<file path="config.mk">
export PLATFORM = sky130hd
export DESIGN_NAME = rrag_top
export DESIGN_NICKNAME = d
export VERILOG_FILES = /design/src/hdl/rrag_pkg.sv /design/src/hdl/gpr_file.sv /design/src/hdl/seg_cfg_regs.sv /design/src/hdl/addr_calc.sv /design/src/hdl/rrag_stage.sv /design/src/hdl/rrag_top.sv
export SDC_FILE = /design/constraint.sdc
export NUM_CORES = 1
export LEC_CHECK = 0
export BUFFER_PORTS_ARGS = -buffer_cell sky130_fd_sc_hd__buf_2
export CORE_UTILIZATION = 48
export DETAILED_ROUTE_END_ITERATION = 7
export PLACE_DENSITY = 0.66
export RECOVER_POWER = 25
export SYNTH_ARGS = -nofsm -noshare
export SYNTH_HDL_FRONTEND = slang
export SYNTH_SLANG_ARGS = --single-unit
</file>
<file path="constraint.sdc">
create_clock -name clk -period 13.9 [get_ports clk]
set_input_delay 0.695 -clock clk [delete_from_list [all_inputs] [get_ports clk]]
set_output_delay 0.695 -clock clk [all_outputs]
set_load 0.005 [all_outputs]
</file>
<file path="src/hdl/rrag_pkg.sv">
package rrag_pkg;

    localparam int num_gpr = 8;
    localparam int gpr_aw  = 3;
    localparam int data_w  = 32;
    localparam int num_seg = 4;
    localparam int limit_w = 20;
    localparam int addr16_w = 16;  // offset width in 16-bit addressing
    localparam int wb_aw   = 4;

    localparam logic [wb_aw-1:0] wb_lim_base  = 4'd4;  // first limit word
    localparam logic [wb_aw-1:0] wb_ctrl_addr = 4'd8;  // bit 0 selects 32-bit addressing

    typedef enum logic [1:0] {size_byte, size_word, size_dword, size_qword} opsize_e;

    typedef enum logic [1:0] {seg_es, seg_cs, seg_ss, seg_ds} seg_e;

    typedef struct packed {
        logic              valid;
        logic [gpr_aw-1:0] base_reg;
        logic [gpr_aw-1:0] index_reg;
        logic              use_base;
        logic              use_index;
        logic [1:0]        scale;     // index is shifted left by this amount
        seg_e              seg;
        logic [data_w-1:0] disp;
        opsize_e           opsize;
        logic [gpr_aw-1:0] dest_reg;
        logic              dest_ld;
    } uop_t;

    typedef struct packed {
        logic              valid;
        logic [gpr_aw-1:0] reg_addr;
        logic [data_w-1:0] data;
    } res_wr_t;

    typedef struct packed {
        logic              valid;
        logic [data_w-1:0] base_val;
        logic [data_w-1:0] index_val;
        logic [data_w-1:0] lin_addr;
        logic              fault;
        logic [gpr_aw-1:0] dest_reg;
        logic              dest_ld;
        opsize_e           opsize;
    } agu_out_t;

    typedef struct packed {
        logic [num_seg-1:0][data_w-1:0]  base;
        logic [num_seg-1:0][limit_w-1:0] limit;
        logic                            addr32;
    } seg_cfg_t;

endpackage

</file>
<file path="src/hdl/gpr_file.sv">
`timescale 1ns/1ps

module gpr_file (
    input  logic                            clk,
    input  logic                            arst_n,
    input  rrag_pkg::res_wr_t               res_wr,
    input  logic [rrag_pkg::gpr_aw-1:0]     rd_addr_a,
    input  logic [rrag_pkg::gpr_aw-1:0]     rd_addr_b,
    output logic [rrag_pkg::data_w-1:0]     rd_data_a,
    output logic [rrag_pkg::data_w-1:0]     rd_data_b,
    output logic                            rd_pend_a,
    output logic                            rd_pend_b,
    input  logic                            mark_en,
    input  logic [rrag_pkg::gpr_aw-1:0]     mark_addr
);
    import rrag_pkg::*;

    logic [data_w-1:0]  regs [num_gpr];
    logic [num_gpr-1:0] pend;  // set while an older micro-op still owes this register

    always_ff @(posedge clk or negedge arst_n) begin
        if (!arst_n) begin
            for (int i = 0; i < num_gpr; i++) begin
                regs[i] <= '0;
            end
        end else if (res_wr.valid) begin
            regs[res_wr.reg_addr] <= res_wr.data;
        end
    end

    // the write-back clears a pending bit, but a new claim on the same edge keeps it set
    always_ff @(posedge clk or negedge arst_n) begin
        if (!arst_n) begin
            pend <= '0;
        end else begin
            if (res_wr.valid) begin
                pend[res_wr.reg_addr] <= 1'b0;
            end
            if (mark_en) begin
                pend[mark_addr] <= 1'b1;
            end
        end
    end

    always_comb begin
        rd_data_a = regs[rd_addr_a];  // old value during a same-cycle write
        rd_data_b = regs[rd_addr_b];
        rd_pend_a = pend[rd_addr_a];
        rd_pend_b = pend[rd_addr_b];
    end

endmodule

</file>
<file path="src/hdl/seg_cfg_regs.sv">
`timescale 1ns/1ps

module seg_cfg_regs (
    input  logic                           clk,
    input  logic                           arst_n,
    input  logic                           wb_cyc,
    input  logic                           wb_stb,
    input  logic                           wb_we,
    input  logic [rrag_pkg::wb_aw-1:0]     wb_adr,
    input  logic [rrag_pkg::data_w-1:0]    wb_dat_w,
    output logic [rrag_pkg::data_w-1:0]    wb_dat_r,
    output logic                           wb_ack,
    output rrag_pkg::seg_cfg_t             cfg
);
    import rrag_pkg::*;

    logic [num_seg-1:0][data_w-1:0]  base_q;
    logic [num_seg-1:0][limit_w-1:0] limit_q;
    logic                            addr32_q;
    logic                            wb_req;
    logic                            is_base;
    logic                            is_lim;
    logic                            is_ctrl;
    logic [$clog2(num_seg)-1:0]      slot;

    assign wb_req  = wb_cyc & wb_stb & ~wb_ack;  // new access, not yet acknowledged
    assign is_base = (wb_adr < num_seg);
    assign is_lim  = (wb_adr >= wb_lim_base) && (wb_adr < wb_lim_base + num_seg);
    assign is_ctrl = (wb_adr == wb_ctrl_addr);
    assign slot    = wb_adr[$clog2(num_seg)-1:0];

    always_ff @(posedge clk or negedge arst_n) begin
        if (!arst_n) begin
            wb_ack <= 1'b0;
        end else begin
            wb_ack <= wb_req;
        end
    end

    always_ff @(posedge clk or negedge arst_n) begin
        if (!arst_n) begin
            base_q   <= '0;
            limit_q  <= '0;
            addr32_q <= 1'b1;  // comes up in 32-bit addressing
        end else if (wb_req && wb_we) begin
            if (is_base) begin
                base_q[slot] <= wb_dat_w;
            end
            if (is_lim) begin
                limit_q[slot] <= wb_dat_w[limit_w-1:0];
            end
            if (is_ctrl) begin
                addr32_q <= wb_dat_w[0];
            end
        end
    end

    // address is held by the master through the ack cycle
    always_comb begin
        wb_dat_r = '0;
        if (is_base) begin
            wb_dat_r = base_q[slot];
        end else if (is_lim) begin
            wb_dat_r = {{(data_w-limit_w){1'b0}}, limit_q[slot]};
        end else if (is_ctrl) begin
            wb_dat_r = {{(data_w-1){1'b0}}, addr32_q};
        end
    end

    assign cfg = '{base: base_q, limit: limit_q, addr32: addr32_q};

endmodule

</file>
<file path="src/hdl/addr_calc.sv">
`timescale 1ns/1ps

module addr_calc (
    input  rrag_pkg::uop_t                 uop,
    input  logic [rrag_pkg::data_w-1:0]    base_val,
    input  logic [rrag_pkg::data_w-1:0]    index_val,
    input  rrag_pkg::seg_cfg_t             cfg,
    output logic [rrag_pkg::data_w-1:0]    lin_addr,
    output logic                           fault
);
    import rrag_pkg::*;

    logic [data_w-1:0] base_term;
    logic [data_w-1:0] index_term;
    logic [data_w-1:0] sum;
    logic [data_w-1:0] offset;
    logic [3:0]        len_m1;
    logic [data_w:0]   end_addr;
    logic [data_w:0]   lim_ext;

    always_comb begin
        base_term  = uop.use_base ? base_val : '0;
        index_term = uop.use_index ? (index_val << uop.scale) : '0;
        sum        = base_term + index_term + uop.disp;  // wraps modulo 2^32

        if (cfg.addr32) begin
            offset = sum;
        end else begin
            offset = {{(data_w-addr16_w){1'b0}}, sum[addr16_w-1:0]};
        end
    end

    // last byte touched by the access, relative to the segment
    always_comb begin
        case (uop.opsize)
            size_byte:  len_m1 = 4'd0;
            size_word:  len_m1 = 4'd1;
            size_dword: len_m1 = 4'd3;
            default:    len_m1 = 4'd7;
        endcase
    end

    assign end_addr = {1'b0, offset} + {{(data_w-3){1'b0}}, len_m1};
    assign lim_ext  = {{(data_w+1-limit_w){1'b0}}, cfg.limit[uop.seg]};
    assign fault    = (end_addr > lim_ext);  // compared in 33 bits so the carry counts

    assign lin_addr = cfg.base[uop.seg] + offset;

endmodule

</file>
<file path="src/hdl/rrag_stage.sv">
`timescale 1ns/1ps

module rrag_stage (
    input  logic                           clk,
    input  logic                           arst_n,
    input  rrag_pkg::uop_t                 uop_in,
    output logic                           in_ready,
    input  logic                           rd_pend_a,
    input  logic                           rd_pend_b,
    input  logic [rrag_pkg::data_w-1:0]    base_val,
    input  logic [rrag_pkg::data_w-1:0]    index_val,
    input  logic [rrag_pkg::data_w-1:0]    lin_addr,
    input  logic                           fault,
    output logic                           mark_en,
    output logic [rrag_pkg::gpr_aw-1:0]    mark_addr,
    output rrag_pkg::agu_out_t             agu_out,
    input  logic                           out_ready
);
    import rrag_pkg::*;

    logic     hazard;
    logic     out_free;
    logic     accept;
    agu_out_t out_next;
    agu_out_t out_q;

    // only sources the micro-op really reads can hold it back
    assign hazard   = (uop_in.use_base & rd_pend_a) | (uop_in.use_index & rd_pend_b);
    assign out_free = ~out_q.valid | out_ready;  // empty or draining this cycle
    assign in_ready = out_free & ~hazard;
    assign accept   = uop_in.valid & in_ready;

    assign mark_en   = accept & uop_in.dest_ld;
    assign mark_addr = uop_in.dest_reg;

    always_comb begin
        out_next.valid     = 1'b1;
        out_next.base_val  = base_val;
        out_next.index_val = index_val;
        out_next.lin_addr  = lin_addr;
        out_next.fault     = fault;
        out_next.dest_reg  = uop_in.dest_reg;
        out_next.dest_ld   = uop_in.dest_ld;
        out_next.opsize    = uop_in.opsize;
    end

    always_ff @(posedge clk or negedge arst_n) begin
        if (!arst_n) begin
            out_q <= '0;
        end else if (accept) begin
            out_q <= out_next;  // held unchanged until the next acceptance
        end else if (out_ready) begin
            out_q.valid <= 1'b0;
        end
    end

    assign agu_out = out_q;

endmodule

</file>
<file path="src/hdl/rrag_top.sv">
`timescale 1ns/1ps

module rrag_top (
    input  logic                           clk,
    input  logic                           arst_n,
    input  logic                           wb_cyc,
    input  logic                           wb_stb,
    input  logic                           wb_we,
    input  logic [rrag_pkg::wb_aw-1:0]     wb_adr,
    input  logic [rrag_pkg::data_w-1:0]    wb_dat_w,
    output logic [rrag_pkg::data_w-1:0]    wb_dat_r,
    output logic                           wb_ack,
    input  rrag_pkg::uop_t                 uop_in,
    output logic                           in_ready,
    input  rrag_pkg::res_wr_t              res_wr,
    output rrag_pkg::agu_out_t             agu_out,
    input  logic                           out_ready
);
    import rrag_pkg::*;

    logic [data_w-1:0] rd_data_a;
    logic [data_w-1:0] rd_data_b;
    logic              rd_pend_a;
    logic              rd_pend_b;
    logic              mark_en;
    logic [gpr_aw-1:0] mark_addr;
    seg_cfg_t          cfg;
    logic [data_w-1:0] lin_addr;
    logic              fault;

    gpr_file u_gpr (
        .clk(clk), .arst_n(arst_n), .res_wr(res_wr),
        .rd_addr_a(uop_in.base_reg), .rd_addr_b(uop_in.index_reg),
        .rd_data_a(rd_data_a), .rd_data_b(rd_data_b),
        .rd_pend_a(rd_pend_a), .rd_pend_b(rd_pend_b),
        .mark_en(mark_en), .mark_addr(mark_addr)
    );

    seg_cfg_regs u_cfg (
        .clk(clk), .arst_n(arst_n),
        .wb_cyc(wb_cyc), .wb_stb(wb_stb), .wb_we(wb_we), .wb_adr(wb_adr),
        .wb_dat_w(wb_dat_w), .wb_dat_r(wb_dat_r), .wb_ack(wb_ack), .cfg(cfg)
    );

    addr_calc u_agu (
        .uop(uop_in), .base_val(rd_data_a), .index_val(rd_data_b),
        .cfg(cfg), .lin_addr(lin_addr), .fault(fault)
    );

    rrag_stage u_stage (
        .clk(clk), .arst_n(arst_n), .uop_in(uop_in), .in_ready(in_ready),
        .rd_pend_a(rd_pend_a), .rd_pend_b(rd_pend_b),
        .base_val(rd_data_a), .index_val(rd_data_b),
        .lin_addr(lin_addr), .fault(fault),
        .mark_en(mark_en), .mark_addr(mark_addr),
        .agu_out(agu_out), .out_ready(out_ready)
    );

endmodule

</file>
---- After elaboration in Yosys (flattened, before gate mapping) ----
Cells that the tools add are included.
word-level totals
  word-level logic and storage cells ...... 123
  bits of input ports ..................... 129
  register bits after elaboration ......... 578
  output and inout port bits .............. 138
operators by class
  muxes and demuxes ....................... 42
  add/sub/neg operators ................... 4
  bitwise logic cells ..................... 18
  order comparisons ....................... 17
  shifts and indexed selects .............. 1
  equal/unequal tests ..................... 3
  reductions and logical operators ........ 11
operators by type and width
  operator                                                               number
  32-bit two-way mux                                                     13
  256-bit bitwise mux                                                    1
  32-bit binary-select mux with 3-bit select                             2
  32-bit binary-select mux with 2-bit select                             2
  128-bit bitwise mux                                                    1
  32-bit adder                                                           3
  32-bit demux with 3-bit select                                         1
  20-bit binary-select mux with 2-bit select                             2
  80-bit bitwise mux                                                     1
  32-bit demux with 2-bit select                                         1
  20-bit two-way mux                                                     3
  20-bit demux with 2-bit select                                         1
  32-bit by 3-bit adder with 33-bit output                               1
  33-bit by 20-bit > comparator with 1-bit output                        1
  32-bit by 2-bit left shift with 32-bit output                          1
  3-bit by 4-bit < comparator with 1-bit output (second input constant)  4
  8-bit two-way mux                                                      2
  4-bit >= comparator (second input constant)                            3
  3-bit NOT with 4-bit output                                            3
  3-bit one-hot mux with 3 select lines                                  1
  8-bit AND                                                              1
  8-bit NOT                                                              1
  8-bit OR                                                               1
  1-bit AND                                                              7
  other kinds (19)                                                       39

---- Longest topological paths before layout ----
  word-level depth ........................ 11
  depth in mapped cells ................... 32

---- By module ----
A second synthesis with hierarchy kept.
second synthesis, totals
  cell total of the unflattened synthesis .. 2548
  area total of the unflattened synthesis .. 35386.4 µm²
modules (own cells, without submodules)
  module        seq. area each (µm²)  times used  cells each  area an instance (µm²)
  gpr_file      6606.3                1           813         13908.3
  seg_cfg_regs  5256.3                1           631         9714.3
  addr_calc     0.0                   1           876         7613.6
  rrag_stage    2602.5                1           228         4150.2

---- Worst setup path before layout ----
OpenSTA, ideal clock, no wires.
  path kind ............................... input-to-reg
  start point ............................. in uop_in[44] (netlist name)
  end point ............................... reg u_stage.out_q, in the netlist u_stage.agu_out[6]
  cell stages on the path ................. 28
  data required time ...................... 13775 ps
  data arrival time ....................... 7425 ps
  buffers on the path ..................... 4
  path slack .............................. 6350 ps
  cell sequence ........................... buf_2 > buf_2 > buf_1 > mux4_2 > mux2i_1 > mux2_2 > nor2_1 > o21a_1 > fa_1 > ha_1 > clkbuf_1 > and4_1 > nand2_1 > nor3_1 > nor4b_1 > or4_1 > a21boi_0 > nor2b_1 > xnor2_1 > ha_1 > a211o_1 > a211oi_1 > a21oi_1 > a211oi_1 > o211ai_1 > or4b_1 > nor3_2 > o21ai_1
on the way
  longest elaborated chain between the ends .. 11
  elaborated cells between the ends (all ways) .. 18
ends and longest elaborated chain
  what                                                    line              RTL
  start, declared                                         rrag_top.sv:13    input rrag_pkg::uop_t uop_in,
  3-bit NOT with 4-bit output (not written as such)       gpr_file.sv:47    rd_data_b = regs[rd_addr_b];
  32-bit binary-select mux with 3-bit select              gpr_file.sv:47
  32-bit two-way mux (not written as such) (2 in series)  gpr_file.sv:47
  32-bit by 2-bit left shift with 32-bit output           addr_calc.sv:23   index_term = uop.use_index ? (index_val << uop.scale) : '0;
  32-bit two-way mux                                      addr_calc.sv:23
  32-bit adder (2 in series)                              addr_calc.sv:24   sum = base_term + index_term + uop.disp;
  32-bit two-way mux                                      addr_calc.sv:26   if (cfg.addr32) begin
  32-bit by 3-bit adder with 33-bit output                addr_calc.sv:43   assign end_addr = {1'b0, offset} + {{(data_w-3){1'b0}}, len_m1};
  33-bit by 20-bit > comparator with 1-bit output         addr_calc.sv:45   assign fault = (end_addr > lim_ext);
  end signal, assigned                                    rrag_stage.sv:51  out_q <= out_next;
  end, declared                                           rrag_stage.sv:25  agu_out_t out_q;
Several ways; a longest one is shown, not always the timed one. The select of a mux whose other input is x is not followed.
A chain may end at the register's enable or synchronous reset.

==> impl_metrics.tcl <==
set metrics [dict create \
    run_status "complete, but fails checks" \
    failed_checks "max-capacitance violations, max-slew violations" \
    timing.max_slew.rel_slack -3.10 \
    report.final.slew_viol_count 484 \
    io_pins 267 \
    initial_core_util 0.487 \
    setup.worst_path.start "arst_n" \
    wl_um 98600 \
    dieArea_um2 72200 \
    place.gp.congestion 0.943 \
    grt_overflow 0 \
    timing.final.hold_violations 0 \
    final.fill_count 5949 \
    maximum_net_fanout_on_the_critical_path 166 \
    end_of_the_worst_register_to_register_path "u_stage.agu_out[6]$_DFFE_PN0P_" \
    register_cell_area_after_layout_um2 14500 \
    fp.dieW_um 269 \
    critPathSlowestCell "clkbuf_1" \
    overall_die_height_um 269 \
    timing.hold.worst.class "primary input to register" \
    synth.distinct_cells 73 \
    worstPathArrival_ps 8540 \
    criticalPathCategory "primary input to asynchronous set/reset pin" \
    critical_path.max_stage_delay_ps 4220 \
    critical_path.endpoint_type "asynchronous set/reset pin" \
    asyncSetResetFlopFracSynth 1.00 \
    vias_per_cell 6.19 \
    clock.fmax_ghz 0.114 \
    cp-start-kind "primary input" \
    worst_clock_skew_ps 28.7 \
    syn_nets 2921 \
    fin_crit_ps 8770 \
    cts_buffers 67 \
    cts.clk_slew.worst_paths_ps 60 \
    synth_enable_flop_cells 0 \
    mostFrequentLayoutCell "dfrtp_1" \
    hp-start "wb_stb" \
    transition_time_at_the_pin_with_the_least_slew_margin_ps 6150 \
    area_of_the_multi_input_gates_um2 18800 \
    timing.critical_path.depth 2 \
    netlist.area_leader.share 0.423 \
    power_density_nw_per_um2 168 \
    wl_met1_um 41600 \
    first_global_vias 24780 \
    syn_inst 2674 \
    total_power_mw 6.47 \
    vdd.ir_drop.worst_uv 99.2 \
    timing.setup.tns_ps 0 \
    critPathCapture "u_cfg.cfg[55]$_DFFE_PN0P_" \
    cts_hold_repair.buffers 0 \
    detail_route.iter0.violations 1926 \
    ctsResizeCount 0 \
    grt_antenna_before_repair 7 \
    routed.top_layer "met5" \
    dp_hpwl_um 68000 \
    cts_htree_levels 3 \
    timing.final.setup_violations 0 \
    route.vias.total 23915 \
    maxCapViolations 8 \
    synth.avg_cell_area_um2 12.8 \
    critical_path.top_delay_family "buffers and inverters" \
    buffer_ports.inserted 266 \
    grt_max_degree 167 \
    grt_usage 0.279 \
    leakagePower_nw 17.3 \
    wl_per_cell_um 25.5 \
    worst_skew_pair.late_latency_ps 620 \
    synth_seq_cells 578 \
    wl_met2_um 46700 \
    final_antenna_net_count 0 \
    worstRegToRegCells 27 \
    detailedRoute.firstPassIterationCount 5 \
    tritoncts_num_sinks 578 \
    cts_tree "yes" \
    layout_worst_path_cycle_share 0.631 \
    placementRows 97 \
    coreArea_um2 70100 \
    sequential_area_share_after_synthesis 0.424 \
    reg2reg_slack_ps 6580 \
    clock_tree.buffer_depth 3 \
    route.detailed.drc 0 \
    worstPathRequired_ps 13670 \
    most-common-layout-cells "dfrtp_1 (577), mux2_2 (515), buf_2 (258)" \
    path_cells "clkbuf_1 -> clkbuf_2" \
    synth_top_area_cell "dfrtp_1" \
    netlist_top_cells_area "dfrtp_1 (42%), mux2_2 (17%), mux4_2 (15%)" \
    root_buffer_selected_by_cts "clkbuf_16" \
    met3_wirelength_um 6440 \
    synth_area_um2 34100 \
    crit-reg2reg-launch "u_gpr.regs[64]$_DFFE_PN0P_" \
    crit_buf_inv 2 \
    yosys_warnings 0 \
    dominantRegCellSynth "dfrtp_1" \
    postCtsSetupRepairBufs 0 \
    rsz0062_at_grt "no" \
    area_delta_synth_final_pct 12.9 \
    layout-drive-gt1-share 0.396 \
    final_layout_net_count 3119 \
    grt_pass1_wl_um 152000 \
]
[Yosys cell counts (10+ instances only)]
cell / number
clkbuf_1: 131
and3_1: 12
mux2i_1: 82
nor2_1: 128
mux4_2: 230
a21oi_1: 64
dfrtp_1: 577
ha_1: 84
o21a_1: 34
a211oi_1: 18
inv_1: 66
a21o_1: 30
nand2_1: 175
nor2b_1: 51
nand4_1: 10
nand2b_1: 15
nand3_1: 27
xnor2_1: 35
buf_1: 33
nor3_1: 22
fa_1: 34
o21ai_0: 134
mux2_2: 515
xor2_1: 22
[worst min-delay path by stage]
stage | to | cells past startpoint
after CTS | u_gpr.regs[107]$_DFFE_PN0P_ | 1
after detailed placement | u_cfg.wb_ack$_DFF_PN0_ | 1
after global placement | u_cfg.wb_ack$_DFF_PN0_ | 1
final | u_cfg.wb_ack$_DFF_PN0_ | 3
after global routing | u_cfg.wb_ack$_DFF_PN0_ | 3
after floorplan | u_cfg.cfg[100]$_DFFE_PN0P_ | 0
[cell type report]
type	instances	share of cell area
flip-flops and latches	578	0.375
clock buffers	95	0.0513
multi-input cells	1862	0.488
inverters	66	0.00643
repair buffers	297	0.0402
clock inverters	22	0.00783
well taps	940	0.0305
diodes	4	0.000260
[state kept, by name, indices dropped and copies added (netlist names)]
name             count
u_gpr.regs         256
u_cfg.cfg          208
u_stage.agu_out    104
u_gpr.pend           8
u_cfg.addr32_q       1
u_cfg.wb_ack         1
[metal layers]
layer / vias up / track usage
li1: 10359 / -
met1: 12455 / 0.382
met2: 899 / 0.444
met3: 198 / 0.0451
met4: 4 / 0.113
met5: - / 0
[metrics by stage]
| stage | std cells | util | hold slack (ps) | setup slack (ps) | cell area [µm²] |
|---|---|---|---|---|---|
| 2_1_floorplan | 2674 | - | 399 | 6350 | 34100 |
| 3_5_place_dp | 3743 | 0.518 | 430 | 5020 | 36300 |
| 5_1_grt | 3863 | 0.549 | 309 | 3300 | 38500 |
| 3_3_place_gp | 3743 | 0.518 | 428 | 5090 | 36300 |
| 4_1_cts | 3860 | 0.550 | 199 | 5620 | 38600 |
| 6_report | 3864 | 0.549 | 295 | 5130 | 38500 |
[power by group]
| group | internal (mW) | leakage [nW] | switching [mW] | total, mW |
|---|---|---|---|---|
| clock | 1.10 | 1.12 | 0.719 | 1.82 |
| sequential | 2.07 | 7.29 | 0.272 | 2.34 |
| combinational | 1.06 | 8.91 | 1.25 | 2.31 |
| total | 4.23 | 17.3 | 2.24 | 6.47 |
[cell families (layout without fill, tap and decap cells)]
kind of cell | Yosys count | in the layout | share of synthesized area
mux | 833 | 833 | 0.350
xor+xnor | 57 | 57 | 0.0146
fa+ha+maj | 118 | 118 | 0.0507
compound gates | 355 | 355 | 0.0651
buf+inv | 234 | 480 | 0.0262
other cells | 0 | 4 | 0
simple gates | 499 | 499 | 0.0694
flops | 578 | 578 | 0.424
No activity file was read; power rests on OpenSTA's default activity.
